### src/hw/router_dim_pkg.sv
package router_dim_pkg;

    // candidate output ports seen by the selector
    localparam int NUM_PORTS = 4;

    // virtual channels per output port
    localparam int NUM_VCS = 7;

    // all channels of a port busy
    localparam int LOAD_MAX = NUM_VCS;

    // derived widths
    localparam int LOAD_W = $clog2(LOAD_MAX + 1);
    localparam int PORT_IDX_W = $clog2(NUM_PORTS);

    // one bit per port
    // also used for one-hot port choices
    typedef logic [NUM_PORTS-1:0] port_mask_t;

    // busy flag per virtual channel of one port
    typedef logic [NUM_VCS-1:0] vc_busy_t;

    // number of busy channels on one port
    typedef logic [LOAD_W-1:0] load_t;

    // binary port number
    typedef logic [PORT_IDX_W-1:0] port_idx_t;

endpackage

### src/hw/select_if_pkg.sv
package select_if_pkg;

    import router_dim_pkg::*;

    // config write data width
    localparam int CFG_WDATA_W = 4;

    // config register map
    localparam logic CFG_ADDR_PORT_EN = 1'b0;
    localparam logic CFG_ADDR_LOAD_CAP = 1'b1;

    // request from the route computation
    // strobe is a single-cycle pulse
    typedef struct packed {
        logic       strobe;
        port_mask_t cand;
    } select_req_t;

    // response, one cycle after the strobe
    // port and load are zero when found is low
    typedef struct packed {
        logic      valid;
        logic      found;
        port_idx_t port;
        load_t     load;
    } select_resp_t;

    // live configuration
    typedef struct packed {
        port_mask_t port_en;
        load_t      load_cap;
    } select_cfg_t;

    // config write port
    typedef struct packed {
        logic                   we;
        logic                   addr;
        logic [CFG_WDATA_W-1:0] wdata;
    } cfg_wr_t;

endpackage

### src/hw/least_loaded_picker.sv
`timescale 1ns/1ps

module least_loaded_picker import router_dim_pkg::*, select_if_pkg::*; (
    input  logic         clk,
    input  logic         rst_n,
    input  select_req_t  req,
    input  load_t        loads [NUM_PORTS],
    input  select_cfg_t  cfg,
    output select_resp_t resp
);

    // compare key is one bit wider than a load
    localparam int KEY_W = LOAD_W + 1;

    // ports that pass mask, enable and cap
    port_mask_t eligible;

    // sort key per port
    logic [KEY_W-1:0] key [NUM_PORTS];

    // pairwise result, row i against every other port
    logic [NUM_PORTS-2:0] beats [NUM_PORTS];

    // one-hot minimum
    port_mask_t winner;

    // encoded winner
    port_idx_t win_idx;
    load_t     win_load;

    // any port left after masking
    logic found;

    // eligibility and keys
    always_comb begin
        for (int i = 0; i < NUM_PORTS; i++) begin
            eligible[i] = req.cand[i] & cfg.port_en[i] & (loads[i] <= cfg.load_cap);
            // top bit pushes ineligible ports above LOAD_MAX
            key[i] = {~eligible[i], loads[i]};
        end
    end

    assign found = |eligible;

    // triangular minimum finder
    // upper half compares against higher ports with <=,
    // lower half reuses the mirrored result inverted,
    // so a tie always goes to the lower index
    for (genvar i = 0; i < NUM_PORTS; i++) begin : g_row
        for (genvar j = 0; j < NUM_PORTS - 1; j++) begin : g_col
            if (i > j) begin : g_lower
                assign beats[i][j] = ~beats[j][i-1];
            end else begin : g_upper
                assign beats[i][j] = (key[i] <= key[j+1]);
            end
        end
        // winner must beat every other port
        assign winner[i] = &beats[i];
    end

    // one-hot to binary by masked OR
    // the load is picked with the same mask
    always_comb begin
        win_idx = '0;
        win_load = '0;
        for (int i = 0; i < NUM_PORTS; i++) begin
            win_idx = win_idx | ({PORT_IDX_W{winner[i]}} & port_idx_t'(i));
            win_load = win_load | ({LOAD_W{winner[i]}} & loads[i]);
        end
    end

    // output register, loaded every cycle
    // one request in flight, the next one accepted meanwhile
    always_ff @(posedge clk) begin
        if (!rst_n) begin
            resp <= '0;
        end else begin
            resp.valid <= req.strobe;
            resp.found <= found;
            // still a winner when nothing is eligible
            // zeroed here
            resp.port <= found ? win_idx : '0;
            resp.load <= found ? win_load : '0;
        end
    end

endmodule

### src/hw/port_select_top.sv
`timescale 1ns/1ps

module port_select_top import router_dim_pkg::*, select_if_pkg::*; (
    input  logic         clk,
    input  logic         rst_n,
    input  select_req_t  req,
    input  vc_busy_t     vc_busy [NUM_PORTS],
    input  cfg_wr_t      cfg_wr,
    output select_resp_t resp
);

    // per-port busy counts
    // combinational, same cycle as the strobe
    load_t loads [NUM_PORTS];

    // live configuration
    select_cfg_t cfg;

    // one counter per output port
    for (genvar p = 0; p < NUM_PORTS; p++) begin : g_cnt
        vc_busy_counter i_cnt (
            .vc_busy (vc_busy[p]),
            .load    (loads[p])
        );
    end

    // enable mask and load cap
    select_cfg_regs i_cfg (
        .clk    (clk),
        .rst_n  (rst_n),
        .cfg_wr (cfg_wr),
        .cfg    (cfg)
    );

    // masking, minimum and output register
    // resp valid one cycle after req.strobe
    least_loaded_picker i_pick (
        .clk   (clk),
        .rst_n (rst_n),
        .req   (req),
        .loads (loads),
        .cfg   (cfg),
        .resp  (resp)
    );

endmodule

### src/hw/select_cfg_regs.sv
`timescale 1ns/1ps

module select_cfg_regs import router_dim_pkg::*, select_if_pkg::*; (
    input  logic        clk,
    input  logic        rst_n,
    input  cfg_wr_t     cfg_wr,
    output select_cfg_t cfg
);

    // decoded write enables
    logic wr_port_en;
    logic wr_load_cap;

    // write data cut to the field widths
    port_mask_t wdata_mask;
    load_t      wdata_cap;

    // one address bit selects the register
    assign wr_port_en = cfg_wr.we & (cfg_wr.addr == CFG_ADDR_PORT_EN);
    assign wr_load_cap = cfg_wr.we & (cfg_wr.addr == CFG_ADDR_LOAD_CAP);

    // enable mask takes the full data word
    assign wdata_mask = cfg_wr.wdata[NUM_PORTS-1:0];

    // cap takes the low bits only
    assign wdata_cap = cfg_wr.wdata[LOAD_W-1:0];

    // port enable mask
    // all ports usable out of reset
    always_ff @(posedge clk) begin
        if (!rst_n) begin
            cfg.port_en <= '1;
        end else if (wr_port_en) begin
            cfg.port_en <= wdata_mask;
        end
    end

    // load cap
    // no cap out of reset, every load passes
    always_ff @(posedge clk) begin
        if (!rst_n) begin
            cfg.load_cap <= load_t'(LOAD_MAX);
        end else if (wr_load_cap) begin
            cfg.load_cap <= wdata_cap;
        end
    end

    // new values show on cfg the cycle after the write,
    // so a request in the write cycle still sees the old ones

endmodule

### src/hw/vc_busy_counter.sv
`timescale 1ns/1ps

module vc_busy_counter import router_dim_pkg::*; (
    input  vc_busy_t vc_busy,
    output load_t    load
);

    // lower group of four channels
    logic [3:0] grp_lo;
    // upper group of three channels
    logic [2:0] grp_hi;

    // partial counts of each group
    logic [2:0] cnt_lo;
    logic [1:0] cnt_hi;

    // weight-two carries
    logic carry_a;
    logic carry_b;
    logic carry_c;

    // weight-one sum bit
    logic sum_s;

    assign {grp_hi, grp_lo} = vc_busy;

    // small adders for the two groups
    // zero extended so no bit is lost
    assign cnt_lo = 3'(grp_lo[0]) + 3'(grp_lo[1]) + 3'(grp_lo[2]) + 3'(grp_lo[3]);
    assign cnt_hi = 2'(grp_hi[0]) + 2'(grp_hi[1]) + 2'(grp_hi[2]);

    // parity of the whole bitmap
    assign sum_s = cnt_lo[0] ^ cnt_hi[0];

    // lower group holds at least one pair
    assign carry_a = (cnt_lo > 3'd1);

    // upper group holds at least one pair
    assign carry_b = (cnt_hi > 2'd1);

    // second pair in the lower group (count of four),
    // or two odd leftovers that make one more pair
    assign carry_c = (cnt_lo == 3'd4) | (cnt_lo[0] & cnt_hi[0]);

    // carry-sum stage done
    // bit 0 is the parity
    assign load[0] = sum_s;

    // second stage adds the three carries
    // at most three, fits the upper two bits
    assign load[2:1] = 2'(carry_a) + 2'(carry_b) + 2'(carry_c);

endmodule

### config.mk
export PLATFORM = sky130hd
export DESIGN_NAME = port_select_top
export DESIGN_NICKNAME = d
export VERILOG_FILES = /design/src/hw/router_dim_pkg.sv /design/src/hw/select_if_pkg.sv /design/src/hw/least_loaded_picker.sv /design/src/hw/port_select_top.sv /design/src/hw/select_cfg_regs.sv /design/src/hw/vc_busy_counter.sv
export SDC_FILE = /design/constraint.sdc
export NUM_CORES = 1
export LEC_CHECK = 0
export BUFFER_PORTS_ARGS = -buffer_cell sky130_fd_sc_hd__buf_2
export CAP_MARGIN = 40
export CORE_MARGIN = 4
export CORE_UTILIZATION = 58
export CTS_BUF_LIST = sky130_fd_sc_hd__clkbuf_2
export DETAILED_ROUTE_END_ITERATION = 12
export HOLD_SLACK_MARGIN = 0.02
export PLACE_DENSITY = 0.85
export SYNTH_ARGS = -nofsm -noshare
export SYNTH_HDL_FRONTEND = slang
export SYNTH_SLANG_ARGS = --single-unit
### constraint.sdc
create_clock -name clk -period 8.8 [get_ports clk]
set_input_delay 0 -clock clk [delete_from_list [all_inputs] [get_ports clk]]
set_output_delay 0 -clock clk [all_outputs]
set_load 0.1 [all_outputs]
==> summary.md <==
| Metric | Value |
|---|---|
| Number of max-cap violations | 0 |
| Gate count after technology mapping | 232 |
| Antenna violations before repair | 0 |
| RSZ-0062 raised after global routing | false |
| Die span in x | between 60 and 70 um |
| Starting utilization of the core area | 0.609 |
| Cell with the most instances after synthesis | ha_1 |
| Static leakage power | ~1.3 nW |
| Failing checks | DRC |
| Number of nets in the finished design | between 300 and 400 |
| Crit Path Max Fanout | 6 |
| Setup clock skew after layout | 0.00936 ns |
| Clock tree buffer depth | 2 |
| Cell Pwr Density | 244 nW/um^2 |
| Core Footprint | 3360 sq um |
| Category of the worst setup path launch point | input port |
| Number of standard cells in the final layout excluding fillers | 335 |
| Standard cell with the maximum stage delay on the critical path | fa_1 |
| Number of clock sinks | 14 |
| Boundary pin count | 48 |
| Worst path top cell family by delay | adder cells |
| CTS Buf Count | 3 |
| Port-buffer cells | 47 |
| Yosys warns | 0 |
| Slew Limit Headroom | 0.657 |
| Final-report max-slew violation count | 0 |
| CTS Hold Buffers Added | 9 |
| Critical Setup Path Class | input port to register |
| Wire length of the first global-routing pass | approximately 7400 um |
| Final non-filler cell area | roughly 2400 sq um |
| Synth area leader | ha_1 |
| Async set-or-reset flop fraction in the synthesized netlist | 0 |
| Detail Route Antenna Nets | 0 |
| Vias in the first global route | 1,733 |
| Nature of the critical path endpoint | register |
| Netlist area before placement | roughly 2000 sq um |
| Grt ovf | 0 |
| Post-synthesis average cell area | 8.83 sq um |
| Count of routing violations after the opening detailed-route iteration | 129 |
| Worst EP arrival | 4.49 ns |
| Required time at the worst-slack endpoint | 8.95 ns |
| Layout overhead on the synthesized area | 19.0% |
| Standard-cell row count | 21 |
| Share of final-layout standard cells stronger than drive strength 1 | 0.218 |
| Placer's final routability congestion estimate | approximately 0.86 |
| Worst skew pair latency | 0.26 ns |
| Sum Neg Setup Slack | 0 ns |
| Vias per cell | between 5 and 6 |
| Clock-pin slew reported for the worst setup and hold paths after clock tree synthesis | 0.12 ns |
| Via count | between 1,500 and 2,000 |
| Share of Yosys cell area claimed by the top area cell type | 0.330 |
| Critical path buffer and inverter count | 3 |
| Count of cells resized by post-cts repair | 0 |
| CTS tree | done |
| Leading post-synthesis cells by instance count | ha_1, inv_1, nand3_1 |
| Post-route minimum period | 4.34 ns |
| CTS Root Cell | clkbuf_2 |
| Total track usage | 0.209 |
| Dominant cell type by count on the critical path | ha_1 |
| Max IR drop VDD | between 0.0001 and 0.00015 V |
| Net count of the mapped netlist | roughly 340 |
| Total count of hold-check failures in the final report | 0 |
| Fill cells | between 200 and 300 |
| Top achievable clock speed | between 200 and 250 MHz |
| Number of flip-flops and latches in the synthesized netlist | 14 |
| Final setup vio count | 0 |
| Storage cell area | 280 sq um |
| Placed inst area | 2330 sq um |
| Post-CTS setup buffer count | 0 |
| Post-DP HPWL | 3690 um |
| Multi-input gate area in the final layout | 1610 sq um |
| Number of H-tree branching levels | 1 |
| WL final | 4490 um |
| Largest cells by area after synthesis | ha_1, dfxtp_1, fa_1, inv_1, nand3_1 |
| Top_reg_cell synth | dfxtp_1 |
| Slew at the pin closest to its max-slew limit | 0.514 ns |
| Ratio of final minimum period to clock period | 0.493 |
| Number of enable flip-flop cells after synthesis | 0 |
| Series of cell instances along the critical path | buf_2 > ha_1 > fa_1 > ha_1 > nor2_1 > mux2_2 > fa_1 > inv_1 > ha_1 > nor2b_1 > o21ai_0 > inv_1 > o21ai_0 > nand3_1 > ha_1 > nand3b_4 > nor2_2 > o32ai_4 > nor2_1 > a32oi_1 > a21oi_1 |
| Run status | finished, violations left |
| DIE AREA | 4550 sq um |
| Number of distinct standard cells referenced by the synthesized netlist | 31 |
| Worst hold path type | input port to register |
| Post-synthesis sequential area ratio | 0.137 |
| Ant diodes | 0 |
| Number of detailed-route iterations in the first pass | 9 |
| DRC viols | 1 |
| Pin count of the biggest net entering global routing | 10 |
| Cell count after placement | around 320 |
| Delay contributed by the slowest stage of the critical path | a little under 0.6 ns |
| Height of the die | a little under 70 um |
| Routed length per placed instance | 13.4 um |
## metal layers
metal / GRT usage / up-vias / wire length [um]
li1: - / 913 / -
met1: 0.270 / 826 / 1850
met2: 0.348 / 91 / 2150
met3: 0.0166 / 16 / 352
met4: 0.101 / 0 / 140
met5: 0 / - / 0
## cell usage in the layout, fill, tap and decap left out
cell type	instances
o211ai_2	1
nand3b_4	1
clkbuf_2	3
mux2_2	3
o32ai_4	1
fa_1	12
dlygate4sd3_1	9
and4_1	2
nor2b_4	1
a31oi_1	1
or2_2	1
o21ai_0	9
and3_2	1
mux2i_1	6
ha_1	54
inv_1	41
dfxtp_1	14
o21a_1	1
a21oi_1	15
buf_2	47
nor2_2	1
a32oi_1	5
nand2_1	11
nand4_1	1
nor2b_1	8
nor2_1	14
nand3_1	17
and2_1	1
nor3b_1	3
a21oi_2	1
and4_2	1
and3_4	1
o211ai_1	2
## logic make-up after synthesis
| logic type | after synthesis | share of synthesized area |
|---|---|---|
| AOI/OAI and AO/OA | 36 | 0.118 |
| adders and majority gates | 66 | 0.447 |
| buffers and inverters | 43 | 0.0788 |
| DFF | 14 | 0.137 |
| muxes | 9 | 0.0458 |
| and+or+nand+nor | 64 | 0.174 |
## per-stage QoR
step | power [mW] | setup WS [ns] | util | hold slack, ns
after detailed placement | 0.558 | 4.26 | 0.694 | 0.210
after floorplan | 0.461 | 4.87 | - | 0.127
after global placement | 0.545 | 4.31 | 0.694 | 0.205
final | 0.596 | 4.46 | 0.725 | 0.0234
after global routing | 0.656 | 4.26 | 0.725 | 0.0291
after CTS | 0.590 | 4.53 | 0.725 | 0.0288
## tightest hold or removal path: stages
cell and delay [ns]:
buf_2 0.12, nand3_1 0.08, nand3_1 0.07
## state kept, by name, indices dropped and copies added, names as in the netlist
signal,cells
i_cfg.cfg,7
i_pick.resp,7
## report_power, final
group	switching, mW	internal, mW
Combinational	0.302	0.189
Clock	0.0179	0.00930
Sequential	0.00332	0.0746
Total	0.323	0.273
## path summary, 6_finish.rpt
check	slack, ns	to	cells past startpoint	start
worst max register to register	5.77	i_pick.resp[2]	14	i_cfg.cfg[1]
worst min register to register	0.49	i_cfg.cfg[2]	2	i_cfg.cfg[2]
worst min-delay path	0.02	i_cfg.cfg[1]	3	cfg_wr[4]
worst max-delay path	4.46	i_pick.resp[2]	21	vc_busy[14]
## area by class of cell
cell class	instances	area share
multi-input combinational	175	0.659
timing repair buffer	56	0.133
sequential	14	0.115
inverter	41	0.0631
tap	46	0.0236
clock buffer	3	0.00615
Note: power is estimated with default switching activity, not from simulation.
